## config.mk

```make
export PLATFORM = sky130hd
export DESIGN_NAME = vadd_top
export DESIGN_NICKNAME = d
export VERILOG_FILES = /design/src/hdl/vadd_pkg.sv /design/src/hdl/lane_if.sv /design/src/hdl/axil_regs.sv /design/src/hdl/lane_dispatch.sv /design/src/hdl/pipe_adder.sv /design/src/hdl/result_collect.sv /design/src/hdl/vadd_top.sv
export SDC_FILE = /design/constraint.sdc
export NUM_CORES = 1
export LEC_CHECK = 0
export ABC_AREA = 1
export BUFFER_PORTS_ARGS = -buffer_cell sky130_fd_sc_hd__buf_2
export CORE_MARGIN = 3
export CORE_UTILIZATION = 60
export DETAILED_ROUTE_END_ITERATION = 16
export PLACE_DENSITY_LB_ADDON = 0.3
export SYNTH_ARGS = -nofsm -noshare
export SYNTH_HDL_FRONTEND = slang
export SYNTH_HIERARCHICAL = 1
export SYNTH_SLANG_ARGS = --single-unit
export TNS_END_PERCENT = 50
```

## constraint.sdc

```tcl
create_clock -name clk -period 4.5 [get_ports clk]
set_input_delay 0.45 -clock clk [delete_from_list [all_inputs] [get_ports clk]]
set_output_delay 0.45 -clock clk [all_outputs]
set_load 0.02 [all_outputs]
```

## src/hdl/vadd_pkg.sv

```systemverilog
package vadd_pkg;

    localparam int LANE_W    = 16;  // Operand width per lane.
    localparam int NUM_LANES = 4;
    localparam int AXI_AW    = 8;
    localparam int AXI_DW    = 32;
    localparam int ADD_LAT   = 4;   // Issue to sum_valid, in cycles.

    // Register map.
    localparam logic [AXI_AW-1:0] REG_CTRL     = 8'h00;  // Bit 0 requests a start.
    localparam logic [AXI_AW-1:0] REG_STATUS   = 8'h04;  // Bit 0 busy, bit 1 done.
    localparam logic [AXI_AW-1:0] REG_OPA_BASE = 8'h10;
    localparam logic [AXI_AW-1:0] REG_OPB_BASE = 8'h20;
    localparam logic [AXI_AW-1:0] REG_RES_BASE = 8'h30;

    localparam logic [1:0] RESP_OKAY   = 2'b00;
    localparam logic [1:0] RESP_SLVERR = 2'b10;

endpackage

```

## src/hdl/lane_if.sv

```systemverilog
`timescale 1ns/1ps

interface lane_if;
    import vadd_pkg::*;

    logic              issue;      // Single-cycle launch of one addition.
    logic [LANE_W-1:0] a;
    logic [LANE_W-1:0] b;
    logic [LANE_W:0]   sum;        // Top bit is the carry out.
    logic              sum_valid;

    modport feeder (
        output issue,
        output a,
        output b
    );

    modport adder (
        input  issue,
        input  a,
        input  b,
        output sum,
        output sum_valid
    );

    modport drain (
        input issue,
        input sum,
        input sum_valid
    );

endinterface

```

## src/hdl/axil_regs.sv

```systemverilog
`timescale 1ns/1ps

module axil_regs (
    input  logic                                                clk,
    input  logic                                                rst_n,
    input  logic [vadd_pkg::AXI_AW-1:0]                         awaddr,
    input  logic                                                awvalid,
    output logic                                                awready,
    input  logic [vadd_pkg::AXI_DW-1:0]                         wdata,
    input  logic                                                wvalid,
    output logic                                                wready,
    output logic [1:0]                                          bresp,
    output logic                                                bvalid,
    input  logic                                                bready,
    input  logic [vadd_pkg::AXI_AW-1:0]                         araddr,
    input  logic                                                arvalid,
    output logic                                                arready,
    output logic [vadd_pkg::AXI_DW-1:0]                         rdata,
    output logic [1:0]                                          rresp,
    output logic                                                rvalid,
    input  logic                                                rready,
    output logic                                                start,
    output logic [vadd_pkg::NUM_LANES-1:0][vadd_pkg::LANE_W-1:0] opa,
    output logic [vadd_pkg::NUM_LANES-1:0][vadd_pkg::LANE_W-1:0] opb,
    input  logic                                                busy,
    input  logic                                                done,
    input  logic [vadd_pkg::NUM_LANES-1:0][vadd_pkg::LANE_W:0]   res
);
    import vadd_pkg::*;

    logic                 wr_accept;
    logic                 rd_accept;
    logic                 wr_ctrl_hit;
    logic                 wr_known;   // Write address is mapped.
    logic                 wr_res_hit;
    logic [NUM_LANES-1:0] wr_opa_hit;
    logic [NUM_LANES-1:0] wr_opb_hit;
    logic [AXI_DW-1:0]    rd_word;
    logic                 rd_known;

    function automatic logic [AXI_AW-1:0] lane_addr(input logic [AXI_AW-1:0] base,
                                                     input int idx);
        return base + AXI_AW'(4 * idx);
    endfunction

    // Address and data are taken together, one response outstanding at a time.
    assign wr_accept = awvalid & wvalid & ~bvalid;
    assign awready   = wr_accept;
    assign wready    = wr_accept;
    assign rd_accept = arvalid & ~rvalid;
    assign arready   = rd_accept;

    assign wr_ctrl_hit = (awaddr == REG_CTRL);
    assign start       = wr_accept & wr_ctrl_hit & wdata[0];  // Single-cycle pulse.

    always_comb begin
        wr_opa_hit = '0;
        wr_opb_hit = '0;
        wr_res_hit = 1'b0;
        for (int i = 0; i < NUM_LANES; i++) begin
            if (awaddr == lane_addr(REG_OPA_BASE, i)) wr_opa_hit[i] = 1'b1;
            if (awaddr == lane_addr(REG_OPB_BASE, i)) wr_opb_hit[i] = 1'b1;
            if (awaddr == lane_addr(REG_RES_BASE, i)) wr_res_hit = 1'b1;
        end
        wr_known = wr_ctrl_hit | (awaddr == REG_STATUS) | wr_res_hit |
                   (|wr_opa_hit) | (|wr_opb_hit);  // STATUS and RES accept and ignore.
    end

    // Read mux, all values zero-extended to the bus width.
    always_comb begin
        rd_word  = '0;
        rd_known = 1'b0;
        if (araddr == REG_CTRL) begin
            rd_known = 1'b1;  // Start bit self-clears, reads as zero.
        end
        if (araddr == REG_STATUS) begin
            rd_known = 1'b1;
            rd_word  = AXI_DW'({done, busy});
        end
        for (int i = 0; i < NUM_LANES; i++) begin
            if (araddr == lane_addr(REG_OPA_BASE, i)) begin
                rd_known = 1'b1;
                rd_word  = AXI_DW'(opa[i]);
            end
            if (araddr == lane_addr(REG_OPB_BASE, i)) begin
                rd_known = 1'b1;
                rd_word  = AXI_DW'(opb[i]);
            end
            if (araddr == lane_addr(REG_RES_BASE, i)) begin
                rd_known = 1'b1;
                rd_word  = AXI_DW'(res[i]);
            end
        end
    end

    always_ff @(posedge clk or negedge rst_n) begin
        if (!rst_n) begin
            bvalid <= 1'b0;
            rvalid <= 1'b0;
            opa    <= '0;
            opb    <= '0;
        end else begin
            if (bvalid && bready) begin
                bvalid <= 1'b0;
            end else if (wr_accept) begin
                bvalid <= 1'b1;
            end
            if (rvalid && rready) begin
                rvalid <= 1'b0;
            end else if (rd_accept) begin
                rvalid <= 1'b1;
            end
            for (int i = 0; i < NUM_LANES; i++) begin
                if (wr_accept && wr_opa_hit[i]) opa[i] <= wdata[LANE_W-1:0];  // Low half kept.
                if (wr_accept && wr_opb_hit[i]) opb[i] <= wdata[LANE_W-1:0];
            end
        end
    end

    // Response payload, held while the matching valid waits.
    always_ff @(posedge clk) begin
        if (wr_accept) begin
            bresp <= wr_known ? RESP_OKAY : RESP_SLVERR;
        end
        if (rd_accept) begin
            rdata <= rd_word;
            rresp <= rd_known ? RESP_OKAY : RESP_SLVERR;
        end
    end

endmodule

```

## src/hdl/lane_dispatch.sv

```systemverilog
`timescale 1ns/1ps

module lane_dispatch (
    input  logic                                                clk,
    input  logic                                                rst_n,
    input  logic                                                start,
    input  logic [vadd_pkg::NUM_LANES-1:0][vadd_pkg::LANE_W-1:0] opa,
    input  logic [vadd_pkg::NUM_LANES-1:0][vadd_pkg::LANE_W-1:0] opb,
    input  logic                                                all_done,
    output logic                                                busy,
    lane_if.feeder                                              lanes [vadd_pkg::NUM_LANES]
);
    import vadd_pkg::*;

    logic [NUM_LANES-1:0][LANE_W-1:0] snap_a;  // Operands frozen for the run.
    logic [NUM_LANES-1:0][LANE_W-1:0] snap_b;
    logic                             issue_q;
    logic                             launch;

    assign launch = start & ~busy;  // A start during a run is dropped.

    always_ff @(posedge clk or negedge rst_n) begin
        if (!rst_n) begin
            issue_q <= 1'b0;
            busy    <= 1'b0;
        end else begin
            issue_q <= launch;
            if (launch) begin
                busy <= 1'b1;  // Rises together with issue.
            end else if (all_done) begin
                busy <= 1'b0;
            end
        end
    end

    always_ff @(posedge clk) begin
        if (launch) begin
            snap_a <= opa;
            snap_b <= opb;
        end
    end

    for (genvar i = 0; i < NUM_LANES; i++) begin : g_feed
        assign lanes[i].issue = issue_q;
        assign lanes[i].a     = snap_a[i];
        assign lanes[i].b     = snap_b[i];
    end

endmodule

```

## src/hdl/pipe_adder.sv

```systemverilog
`timescale 1ns/1ps

module pipe_adder #(
    parameter int WIDTH = vadd_pkg::LANE_W
) (
    input  logic  clk,
    input  logic  rst_n,
    lane_if.adder lane
);
    import vadd_pkg::*;

    logic [WIDTH-1:0]   a_s1;
    logic [WIDTH-1:0]   b_s1;
    logic [WIDTH-1:0]   p_s1;
    logic [WIDTH-1:0]   g_s1;
    logic [WIDTH-1:0]   p_s2;
    logic [WIDTH-1:0]   g_s2;
    logic [WIDTH:0]     c_s2;     // Carry into each bit, plus carry out.
    logic [WIDTH:0]     c_s3;
    logic [WIDTH-1:0]   p_s3;
    logic [WIDTH:0]     sum_s3;
    logic [WIDTH:0]     sum_q;
    logic [ADD_LAT-1:0] vld;      // One bit per register stage.

    // Stage 1 captures the operands.
    always_ff @(posedge clk) begin
        a_s1 <= lane.a;
        b_s1 <= lane.b;
    end

    assign p_s1 = a_s1 ^ b_s1;  // Propagate.
    assign g_s1 = a_s1 & b_s1;  // Generate.

    // Stage 2 holds propagate and generate.
    always_ff @(posedge clk) begin
        p_s2 <= p_s1;
        g_s2 <= g_s1;
    end

    always_comb begin
        c_s2[0] = 1'b0;  // No carry in.
        for (int i = 0; i < WIDTH; i++) begin
            c_s2[i+1] = g_s2[i] | (p_s2[i] & c_s2[i]);
        end
    end

    // Stage 3 holds the carries.
    always_ff @(posedge clk) begin
        c_s3 <= c_s2;
        p_s3 <= p_s2;
    end

    assign sum_s3 = {c_s3[WIDTH], p_s3 ^ c_s3[WIDTH-1:0]};

    // Stage 4 is the output register.
    always_ff @(posedge clk) begin
        sum_q <= sum_s3;
    end

    always_ff @(posedge clk or negedge rst_n) begin
        if (!rst_n) begin
            vld <= '0;
        end else begin
            vld <= {vld[ADD_LAT-2:0], lane.issue};  // Follows the data stage by stage.
        end
    end

    assign lane.sum       = sum_q;
    assign lane.sum_valid = vld[ADD_LAT-1];

endmodule

```

## src/hdl/result_collect.sv

```systemverilog
`timescale 1ns/1ps

module result_collect (
    input  logic                                              clk,
    input  logic                                              rst_n,
    lane_if.drain                                             lanes [vadd_pkg::NUM_LANES],
    output logic [vadd_pkg::NUM_LANES-1:0][vadd_pkg::LANE_W:0] res,
    output logic                                              done,
    output logic                                              all_done
);
    import vadd_pkg::*;

    logic [NUM_LANES-1:0]           issue_vec;
    logic [NUM_LANES-1:0]           valid_vec;
    logic [NUM_LANES-1:0][LANE_W:0] sum_vec;
    logic [NUM_LANES-1:0]           reported;       // Lanes that delivered this run.
    logic [NUM_LANES-1:0]           reported_next;
    logic                           restart;

    for (genvar i = 0; i < NUM_LANES; i++) begin : g_tap
        assign issue_vec[i] = lanes[i].issue;
        assign valid_vec[i] = lanes[i].sum_valid;
        assign sum_vec[i]   = lanes[i].sum;
    end

    assign restart       = |issue_vec;  // A new batch is entering the lanes.
    assign reported_next = reported | valid_vec;
    assign all_done      = (&reported_next) & ~done & ~restart;  // One pulse per run.

    always_ff @(posedge clk or negedge rst_n) begin
        if (!rst_n) begin
            reported <= '0;
            done     <= 1'b0;
            res      <= '0;
        end else begin
            if (restart) begin
                reported <= '0;
                done     <= 1'b0;
            end else begin
                reported <= reported_next;
                if (all_done) done <= 1'b1;
            end
            for (int i = 0; i < NUM_LANES; i++) begin
                if (valid_vec[i]) res[i] <= sum_vec[i];
            end
        end
    end

endmodule

```

## src/hdl/vadd_top.sv

```systemverilog
`timescale 1ns/1ps

module vadd_top (
    input  logic                        clk,
    input  logic                        rst_n,
    input  logic [vadd_pkg::AXI_AW-1:0] awaddr,
    input  logic                        awvalid,
    output logic                        awready,
    input  logic [vadd_pkg::AXI_DW-1:0] wdata,
    input  logic                        wvalid,
    output logic                        wready,
    output logic [1:0]                  bresp,
    output logic                        bvalid,
    input  logic                        bready,
    input  logic [vadd_pkg::AXI_AW-1:0] araddr,
    input  logic                        arvalid,
    output logic                        arready,
    output logic [vadd_pkg::AXI_DW-1:0] rdata,
    output logic [1:0]                  rresp,
    output logic                        rvalid,
    input  logic                        rready
);
    import vadd_pkg::*;

    logic                             start;
    logic                             busy;
    logic                             done;
    logic                             all_done;
    logic [NUM_LANES-1:0][LANE_W-1:0] opa;
    logic [NUM_LANES-1:0][LANE_W-1:0] opb;
    logic [NUM_LANES-1:0][LANE_W:0]   res;

    lane_if lane_bus [NUM_LANES] ();

    axil_regs u_regs (
        .clk     (clk),     .rst_n   (rst_n),
        .awaddr  (awaddr),  .awvalid (awvalid), .awready (awready),
        .wdata   (wdata),   .wvalid  (wvalid),  .wready  (wready),
        .bresp   (bresp),   .bvalid  (bvalid),  .bready  (bready),
        .araddr  (araddr),  .arvalid (arvalid), .arready (arready),
        .rdata   (rdata),   .rresp   (rresp),   .rvalid  (rvalid),
        .rready  (rready),
        .start   (start),   .opa     (opa),     .opb     (opb),
        .busy    (busy),    .done    (done),    .res     (res)
    );

    lane_dispatch u_dispatch (
        .clk      (clk),
        .rst_n    (rst_n),
        .start    (start),
        .opa      (opa),
        .opb      (opb),
        .all_done (all_done),
        .busy     (busy),
        .lanes    (lane_bus)
    );

    for (genvar i = 0; i < NUM_LANES; i++) begin : g_lane
        pipe_adder #(.WIDTH(LANE_W)) u_adder (
            .clk   (clk),
            .rst_n (rst_n),
            .lane  (lane_bus[i])
        );
    end

    result_collect u_collect (
        .clk      (clk),
        .rst_n    (rst_n),
        .lanes    (lane_bus),
        .res      (res),
        .done     (done),
        .all_done (all_done)
    );

endmodule

```

==> results of run 1 <==
==> final timing paths <==
path | endpoint | slack [ns] | cells after the start
max | u_dispatch/lanes[3].a[7] | 1.82 | 8
min | u_regs/bvalid | 0.02 | 2
max reg2reg | u_dispatch/lanes[3].a[7] | 1.82 | 8
min reg2reg | g_lane[1].u_adder/p_s3[0] | 0.33 | 0
max in group asynchronous | u_regs/opb[55] | 2.78 | 3
min in group asynchronous | u_collect/res[4] | 0.47 | 2
==> power groups by stage <==
stage / combinational [mW] / sequential (mW) / clock (mW)
2_1_floorplan: 0.0972 / 7.71 / 0
3_3_place_gp: 0.219 / 7.70 / 0
3_5_place_dp: 0.225 / 7.70 / 0
4_1_cts: 0.227 / 7.55 / 6.59
5_1_grt: 0.245 / 7.55 / 6.91
6_report: 0.223 / 7.55 / 6.49
==> cells in the mapped netlist (all sizes together) <==
cell    instances  area share, %
a21oi           7           0.13
conb            1          0.014
xor2           60            2.0
buf            41            1.5
nand4          22           0.53
a21boi          3          0.086
a31oi           1          0.024
nor3            3          0.058
ha             64            3.1
nand3          36           0.79
nand3b          2          0.058
a211oi          3          0.086
nor4            3          0.096
o21ai         141            2.7
a311oi          1          0.034
dfrtp         221             21
a22o            3           0.10
nor2           78            1.6
o211ai          1          0.029
mux2           68            3.5
nand2         443            7.6
dfxtp         452             35
inv           145            2.1
clkbuf         24           0.35
edfxtp        147             17
or2            15           0.36
o22ai          10           0.24
==> area by class of cell <==
cell class | instances | area [sq um] | share of cell area [%]
multi-input cells | 981 | 6100 | 20.8
repair buffers | 77 | 448 | 1.52
inverters | 145 | 552 | 1.88
well taps | 577 | 722 | 2.45
clock inverters | 38 | 407 | 1.38
clock buffers | 104 | 2180 | 7.42
flip-flops and latches | 820 | 19000 | 64.6
==> worst max-delay path, cell delays in order, from the launching register on <==
cell	delay, ns
dfrtp_1	0.37
inv_1	0.07
nand3_1	0.13
inv_1	0.20
nand3_1	0.12
nor4_1	0.30
nand2_2	0.14
inv_4	0.47
buf_4	0.49
==> registers in the layout (all words and copies together), names as in the netlist <==
signal and count:
u_collect/done 1, u_regs/opa 64, u_regs/bvalid 1, u_regs/rdata 17
g_lane.u_adder/g_s2 64, u_dispatch/lanes.a 64, g_lane.u_adder/b_s1 64, u_collect/reported 4
u_regs/rresp 1, g_lane.u_adder/a_s1 64, u_dispatch/lanes.b 64, u_regs/opb 64
g_lane.u_adder/p_s3 64, u_dispatch/busy 1, u_regs/rvalid 1, g_lane.u_adder/vld 16
g_lane.u_adder/c_s3 64, u_dispatch/lanes.issue 1, u_collect/res 68, g_lane.u_adder/lane.sum 68
g_lane.u_adder/p_s2 64, u_regs/bresp 1
==> routing by layer <==
layer	up-vias	share of wire, %
li1	6660	-
met1	7129	42
met2	506	48
met3	121	6.6
met4	0	3.4
met5	-	0
==> cell families (layout without fill, tap and decap cells) <==
kind of cell,Yosys count,count (layout)
AO/OA/AOI/OAI,170,170
XOR/XNOR,60,60
adder cells (fa/ha/maj),64,64
buffers and inverters,210,364
flip-flops,820,820
multiplexers,68,68
other,1,17
AND/OR/NAND/NOR,602,602
==> metrics by stage <==
step                area, sq um  hold WS, ns  instances  worst slack (ns)
floorplan                 26100        0.154       2011             0.167
global route              29400       0.0411       2742              1.64
global placement          26800        0.311       2599              1.73
finish                    29400       0.0232       2742              1.82
CTS                       29400      0.00787       2742              1.82
detailed placement        26800        0.312       2599              1.64
==> layout by cell type (no fill, tap or decap), types with 13 or more instances in the layout <==
| cell type | count |
|---|---|
| mux2_2 | 28 |
| o21ai_1 | 17 |
| buf_2 | 61 |
| nand4_1 | 22 |
| nand2_1 | 323 |
| mux2_4 | 40 |
| xor2_1 | 60 |
| inv_1 | 132 |
| clkinv_2 | 19 |
| dfxtp_1 | 452 |
| ha_1 | 64 |
| clkbuf_1 | 15 |
| o21ai_0 | 124 |
| nand3_1 | 34 |
| nor2_1 | 62 |
| buf_4 | 13 |
| edfxtp_1 | 147 |
| clkbuf_16 | 80 |
| nand2_2 | 115 |
| conb_1 | 17 |
| dfrtp_1 | 221 |
==> results_dict.tcl, run 1 <==
set metrics [dict create \
    routed_wl_microns 52700 \
    clock_power_share_pct 45.5 \
    gr-usage-met1_pct 31.3 \
    drv_cap 0 \
    finalCritPeriodShare_pct 59.6 \
    boundaryPins 96 \
    viasPerCell 5.26 \
    grt_pass1_vias 14800 \
    power-per-cell-area_nw_per_um2 485 \
    switching_share_pct 20.1 \
    fin_crit_ns 2.68 \
    rows 75 \
    cts_hold_buffers 1 \
    critical_path_class "flop to flop" \
    hpwl_microns 33600 \
    finalSetupTns_ns 0 \
    drt_first_pass_iters 5 \
    cts_buffers 76 \
    grt_overflow 0 \
    grtUsageTotal_pct 23.5 \
    status "completed" \
    grt_max_degree 94 \
    fmaxAchievable_mhz 373 \
    maxSlewViolCount 0 \
    clk_latency_ns 0.60 \
    leakagePower_nw 13.1 \
    arrival_ns 2.92 \
    rsz0062_at_grt "no" \
    max_slew_margin_pct 12.4 \
    antenna_found_initial 0 \
    grtUsageMet3_pct 4.08 \
    dr_total_vias 14400 \
    core_sq_um 42400 \
    peakVddDrop_uv 431 \
    post_synth_inst_count 1995 \
    seqPwrFrac_pct 52.9 \
    clk_pin_slew_ns 0.06 \
    reg2reg_from "u_regs/bvalid" \
    nets 2220 \
    setup_violations 0 \
    antenna_cells 0 \
    post_cts_resized 0 \
    drive_gt1_share_pct 19.5 \
    cts_sinks 820 \
    synthMuxAreaShare_pct 3.52 \
    cts_root_buffer "clkbuf_16" \
    post-route-util_pct 69.3 \
    io_buffer_count 62 \
    yosys_warnings 6 \
    cts_tree "yes" \
    syn_to_final_growth_pct 12.9 \
    wl_per_cell_microns 19.2 \
    critPathCaptureType "flop" \
    synth_cell_types 43 \
    worst_pin_slew_ns 1.31 \
    place_congestion 0.899 \
    ys_ff_latch 820 \
    start_util_pct 61.4 \
    hold_violations 0 \
    power.switching_mw 2.86 \
    min-delay-start "bready" \
    power.total_mw 14.3 \
    synth_area_per_cell_sq_um 13.1 \
    die_w_microns 214 \
    fillerInstances 2918 \
    die_area_sq_um 46000 \
    yosys.area_share.xor_xnor_pct 2.02 \
    ant_nets 0 \
    grt.busiest_layer "met2" \
    critPathLaunch "u_regs/bvalid" \
    die_h_microns 214 \
    synth-compound-area-share_pct 3.44 \
    yosysSeqAreaShare_pct 72.9 \
    cp_max_fo 39 \
    critPathLaunchType "flop" \
    postCtsSetupRepairBufs 0 \
    clk_path_buf_depth 3 \
    fin_worst_skew_ns 0.0308 \
    syn_area_sq_um 26100 \
    grtUsageMet2_pct 38.9 \
    grt_pass1_wl_microns 82800 \
    hold_path_class "input pin to flop" \
    first_iter_violations 1061 \
    h-tree-depth 3 \
    p_int_mw 11.4 \
    synth_top_family_by_area "simple AND/OR/NAND/NOR gates" \
    comb_power_share_pct 1.6 \
    synthAdderAreaFrac_pct 3.07 \
    cp.required_ns 4.74 \
    drc 0 \
    synth-simple-area-share_pct 11.1 \
]
Note: power is estimated with default switching activity, not from simulation.
==> run 2, diff against run 1 <==
- CORE_UTILIZATION: 60 -> 55
- clock period: 4.5 -> 2.2 ns (I/O delays scaled with it)
==> results_dict.tcl, run 2 (same netlist as run 1, synthesis figures left out) <==
set metrics [dict create \
    viasPerCell 5.13 \
    routed_wl_microns 54000 \
    critPathLaunchType "flop" \
    critical_path_class "flop to flop" \
    maxSlewViolCount 0 \
    rows 79 \
    hold_path_class "input pin to flop" \
    cts_sinks 820 \
    boundaryPins 96 \
    die_area_sq_um 50000 \
    wl_per_cell_microns 19.0 \
    post-route-util_pct 64.7 \
    layout_common_cells "dfxtp_1, nand2_1, dfrtp_1" \
    hold_violations 0 \
    grtUsageTotal_pct 22.0 \
    place_congestion 0.897 \
    grt_overflow 0 \
    grt_max_degree 52 \
    start_util_pct 55.8 \
    core_sq_um 46700 \
    leakagePower_nw 13.5 \
    h-tree-depth 3 \
    cp_top_family "simple AND/OR/NAND/NOR gates" \
    nets 2295 \
    cts_root_buffer "clkbuf_16" \
    power-per-cell-area_nw_per_um2 961 \
    path_buf_inv 0 \
    finalCritPeriodShare_pct 98.3 \
    grt_pass1_vias 14800 \
    peakVddDrop_uv 707 \
    max_slew_margin_pct 52.6 \
    hpwl_microns 35900 \
    drv_cap 0 \
    cts_buffers 75 \
    die_w_microns 224 \
    antenna_found_initial 1 \
    arrival_ns 2.71 \
    setup_violations 0 \
    clk_latency_ns 0.60 \
    crit_top_cell "nand2_2" \
    cp_max_fo 2 \
    fillerInstances 3383 \
    fin_worst_skew_ns 0.0189 \
    route.met2.wl_microns 25600 \
    clk_pin_slew_ns 0.06 \
    first_iter_violations 1226 \
    critPathCaptureType "flop" \
    status "completed" \
    ant_nets 0 \
    clk_path_buf_depth 3 \
    cp_slowest_cell "dfxtp_2" \
    wl_met3_microns 3660 \
    grt_pass1_wl_microns 83500 \
    dr_total_vias 14600 \
    fmaxAchievable_mhz 462 \
    syn_to_final_growth_pct 15.8 \
    fin_crit_ns 2.16 \
    drc 0 \
    cp.required_ns 2.75 \
    cpPeakStageDelay_ns 0.33 \
    drt_first_pass_iters 6 \
    worst_pin_slew_ns 0.710 \
    drive_gt1_share_pct 22.6 \
    m1WireLength_microns 22400 \
    top_layer "met4" \
    io_buffer_count 62 \
    cts_tree "yes" \
    layout_commonest_cell "dfxtp_1" \
    finalSetupTns_ns 0 \
    die_h_microns 224 \
    rsz0062_at_grt "yes" \
]
## run 2: cell types whose count changed in the layout (fill, tap and decap cells not counted), sizes merged
cell / change
clkinvlp: +3
diode: +1
bufinv: -2
dlygate4sd3: +7
clkinv: -4
buf: +69
inv: -3
clkbuf: +3
## run 2: path summary, 6_finish.rpt
| kind | startpoint | to | slack (ns) | cells after the start |
|---|---|---|---|---|
| max | g_lane[2].u_adder/p_s2[1] | g_lane[2].u_adder/c_s3[16] | 0.04 | 30 |
| min | wvalid | u_regs/bresp[1] | 0.04 | 3 |
| max reg2reg | g_lane[2].u_adder/p_s2[1] | g_lane[2].u_adder/c_s3[16] | 0.04 | 30 |
| min reg2reg | g_lane[1].u_adder/p_s2[0] | g_lane[1].u_adder/p_s3[0] | 0.32 | 0 |
| max in group asynchronous | rst_n | u_regs/bvalid | 1.36 | 3 |
| min in group asynchronous | rst_n | u_collect/res[18] | 0.16 | 2 |
## run 2: repair_timing
item                                   CTS  global route
gates resized for setup                  2            11
gates cloned                             0             0
endpoints found under the hold margin   88             0
setup buffers                            0             1
setup endpoints to repair                2             8
pin swaps                                0             2
hold buffers                             8             0
## run 2: tightest hold or removal path, stage by stage
cell     delay [ns]
buf_2          0.10
nand3_4        0.10
inv_6          0.09
## run 2: per-stage QoR
stage	total power [mW]	hold WS, ns	area [sq um]	worst slack (ns)	instances
after global routing	29.9	0.0378	30200	-0.227	2846
after floorplan	16.0	-0.0756	26100	-0.929	2011
final	29.0	0.0399	30200	0.0373	2846
after CTS	29.2	0.0116	30100	0.00473	2844
after detailed placement	16.3	0.198	27500	-0.0535	2697
after global placement	16.3	0.194	27500	-0.112	2697
## run 2: per-layer routing
metal	vias up	global-route usage (%)
met1	7164	28.8
met4	0	10.6
li1	6818	-
met5	-	0
met2	500	35.6
met3	118	4.36
## run 2: area by class of cell
| type | instances | area [sq um] | share of cell area (%) |
|---|---|---|---|
| Clock inverter | 32 | 330 | 1.10 |
| Timing Repair Buffer | 153 | 1160 | 3.85 |
| Multi-Input combinational cell | 981 | 6140 | 20.4 |
| Sequential cell | 820 | 19000 | 63.0 |
| Inverter | 145 | 558 | 1.85 |
| Antenna cell | 1 | 2.50 | 0.00830 |
| Clock buffer | 107 | 2200 | 7.30 |
| Tap cell | 607 | 759 | 2.52 |
## run 2: power by group
group / switching, mW / internal [mW]
Combinational: 0.391 / 0.142
Clock: 5.40 / 7.62
Sequential: 0.0598 / 15.4
Total: 5.85 / 23.1
==> run 3, diff against run 2 <==
- ABC_AREA: 1 -> not set
==> results_dict.tcl, run 3 <==
set metrics [dict create \
    status "completed" \
    finalCritPeriodShare_pct 96.8 \
    h-tree-depth 3 \
    setup_violations 0 \
    cts_tree "yes" \
    synth_edf_count 147 \
    clk_pin_slew_ns 0.06 \
    nets 2045 \
    critPathLaunch "u_regs/bvalid" \
    first_iter_violations 1293 \
    synth_common_cells "dfxtp_1, dfrtp_1, mux2_2" \
    hold_violations 0 \
    cp_max_fo 22 \
    grtUsageMet3_pct 4.62 \
    io_buffer_count 62 \
    max_slew_margin_pct 53.4 \
    die_h_microns 225 \
    cp_slowest_cell "dfrtp_2" \
    rows 79 \
    async_flop_share_pct 27.0 \
    gr-usage-met1_pct 28.9 \
    grtUsageTotal_pct 22.2 \
    drive_gt1_share_pct 26.9 \
    boundaryPins 96 \
    crit_path_cell_trace "nand3b_1 -> nor3_2 -> nand2b_1 -> nor3_2 -> nor2b_4 -> buf_12 -> buf_16" \
    yosys_warnings 6 \
    synth_area_per_cell_sq_um 15.1 \
    setup_slack_ns 0.0699 \
    core_sq_um 47100 \
    viasPerCell 5.67 \
    fmaxAchievable_mhz 469 \
    drv_cap 0 \
    fin_crit_ns 2.13 \
    cpPeakStageDelay_ns 0.41 \
    post_synth_inst_count 1750 \
    synthDominantCellAreaShare_pct 34.2 \
    min-delay-start "wdata[1]" \
    design_area_sq_um 30800 \
    routed_wl_microns 56400 \
    ys.flop_type "dfxtp_1" \
    ant_nets 0 \
    antenna_found_initial 3 \
    die_w_microns 225 \
    critPathLaunchType "flop" \
    grt.busiest_layer "met2" \
    grt_overflow 0 \
    ys_ff_latch 820 \
    clk_path_buf_depth 3 \
    worst_pin_slew_ns 0.696 \
    synthTopCellsByArea "dfxtp_1, dfrtp_1, edfxtp_1" \
    power-per-cell-area_nw_per_um2 950 \
    grt_pass1_wl_microns 85000 \
    cp.required_ns 2.49 \
    maxSlewViolCount 0 \
    critical_path_class "flop to flop" \
    synth_cell_types 76 \
    wl_per_cell_microns 21.7 \
    syn_area_sq_um 26500 \
    reg2reg_from "u_regs/bvalid" \
    leakagePower_nw 13.6 \
    clk_latency_ns 0.60 \
    drt_first_pass_iters 6 \
    start_util_pct 56.3 \
    syn_to_final_growth_pct 16.2 \
    grtUsageMet2_pct 37.0 \
    die_area_sq_um 50800 \
    grt_max_degree 66 \
    dr_total_vias 14700 \
    drc 0 \
    crit_top_cell "nor3_2" \
    synth.most_common_cell "dfxtp_1" \
    critPathCaptureType "flop" \
    post-route-util_pct 65.4 \
    arrival_ns 2.42 \
    place_area_sq_um 28000 \
    cts_root_buffer "clkbuf_16" \
    dp_slack_ns -0.195 \
    peakVddDrop_uv 832 \
    fin_worst_skew_ns 0.0200 \
    yosysTopAreaCell "dfxtp_1" \
    cts_buffers 76 \
    grt_pass1_vias 14900 \
    cts_sinks 820 \
    hold_path_class "input pin to flop" \
    layout_common_cells "dfxtp_1, dfrtp_1, mux2_2" \
    yosysSeqAreaShare_pct 71.7 \
    place_congestion 0.889 \
    hpwl_microns 38400 \
    layout_commonest_cell "dfxtp_1" \
]
-- run 3: cell types whose count changed in the layout (fill, tap and decap cells not counted), moves of 24 or more --
cell / delta
o21ai_0: -75
mux2_2: +175
nand3_1: -24
a21o_1: +32
nand2_2: -117
mux2_4: -40
nand2_1: -288
a21oi_1: +56
inv_1: -107
-- run 3: layout make-up --
cell class | instances | area [sq um]
Sequential cell | 820 | 19000
Fill cell | 3335 | 16300
Multi-Input combinational cell | 844 | 7070
Clock buffer | 118 | 2370
Timing Repair Buffer | 160 | 1320
Tap cell | 607 | 759
Clock inverter | 20 | 155
Inverter | 24 | 90.1
Antenna cell | 1 | 2.50
-- run 3: final timing paths --
| kind | endpoint | slack, ns | cells after the start |
|---|---|---|---|
| max | u_dispatch/lanes[2].a[11] | 0.07 | 7 |
| min | u_regs/opa[49] | 0.03 | 2 |
| max reg2reg | u_dispatch/lanes[2].a[11] | 0.07 | 7 |
| min reg2reg | g_lane[2].u_adder/lane.sum[0] | 0.32 | 0 |
| max in group asynchronous | u_regs/bvalid | 1.17 | 3 |
| min in group asynchronous | u_regs/opb[57] | 0.18 | 2 |
-- run 3: report_power, final --
group | internal, mW | total [mW] | switching (mW)
sequential | 15.4 | 15.5 | 0.0850
combinational | 0.248 | 0.727 | 0.478
clock | 7.67 | 13.0 | 5.35
total | 23.3 | 29.2 | 5.91
-- run 3: metal layers --
metal	vias to the layer above	wire length, microns
met2	614	27300
li1	6625	-
met3	139	4140
met1	7323	22700
met5	-	21
met4	4	2150
-- run 3: critical path: cells and delay by family, from the launching register on --
family	cells	cell delay, ns
AND/OR/NAND/NOR	5	1.03
buffers and inverters	2	0.37
flip-flops	1	0.41
-- run 3: cells by family (layout without fill, tap and decap cells) --
logic type                 Yosys count  in the layout  synth area share (%)
buffers and inverters              102            322                  1.87
other                                1             18                0.0142
and+or+nand+nor                    196            196                  4.48
AOI/OAI and AO/OA                  292            292                  7.76
DFF                                820            820                  71.7
xor gates and xnor gates            61             61                  2.02
adders and majority gates           64             64                  3.02
muxes                              214            214                  9.10
-- run 3: through the flow --
stage,TNS (ns),hold WS [ns],power [mW],std cells
2_1_floorplan,-185.56,-0.0756,16.1,1766
3_3_place_gp,-0.544,0.211,16.5,2436
3_5_place_dp,-0.710,0.215,16.5,2436
4_1_cts,0,0.00253,29.4,2583
5_1_grt,-0.276,0.0210,30.1,2594
6_report,0,0.0343,29.2,2594
-- run 3: repair_timing --
item	in CTS	in global routing
buffers inserted	0	9
endpoints found under the setup margin	0	99
resized for setup	0	3
hold endpoints to repair	69	0
hold buffers	9	0
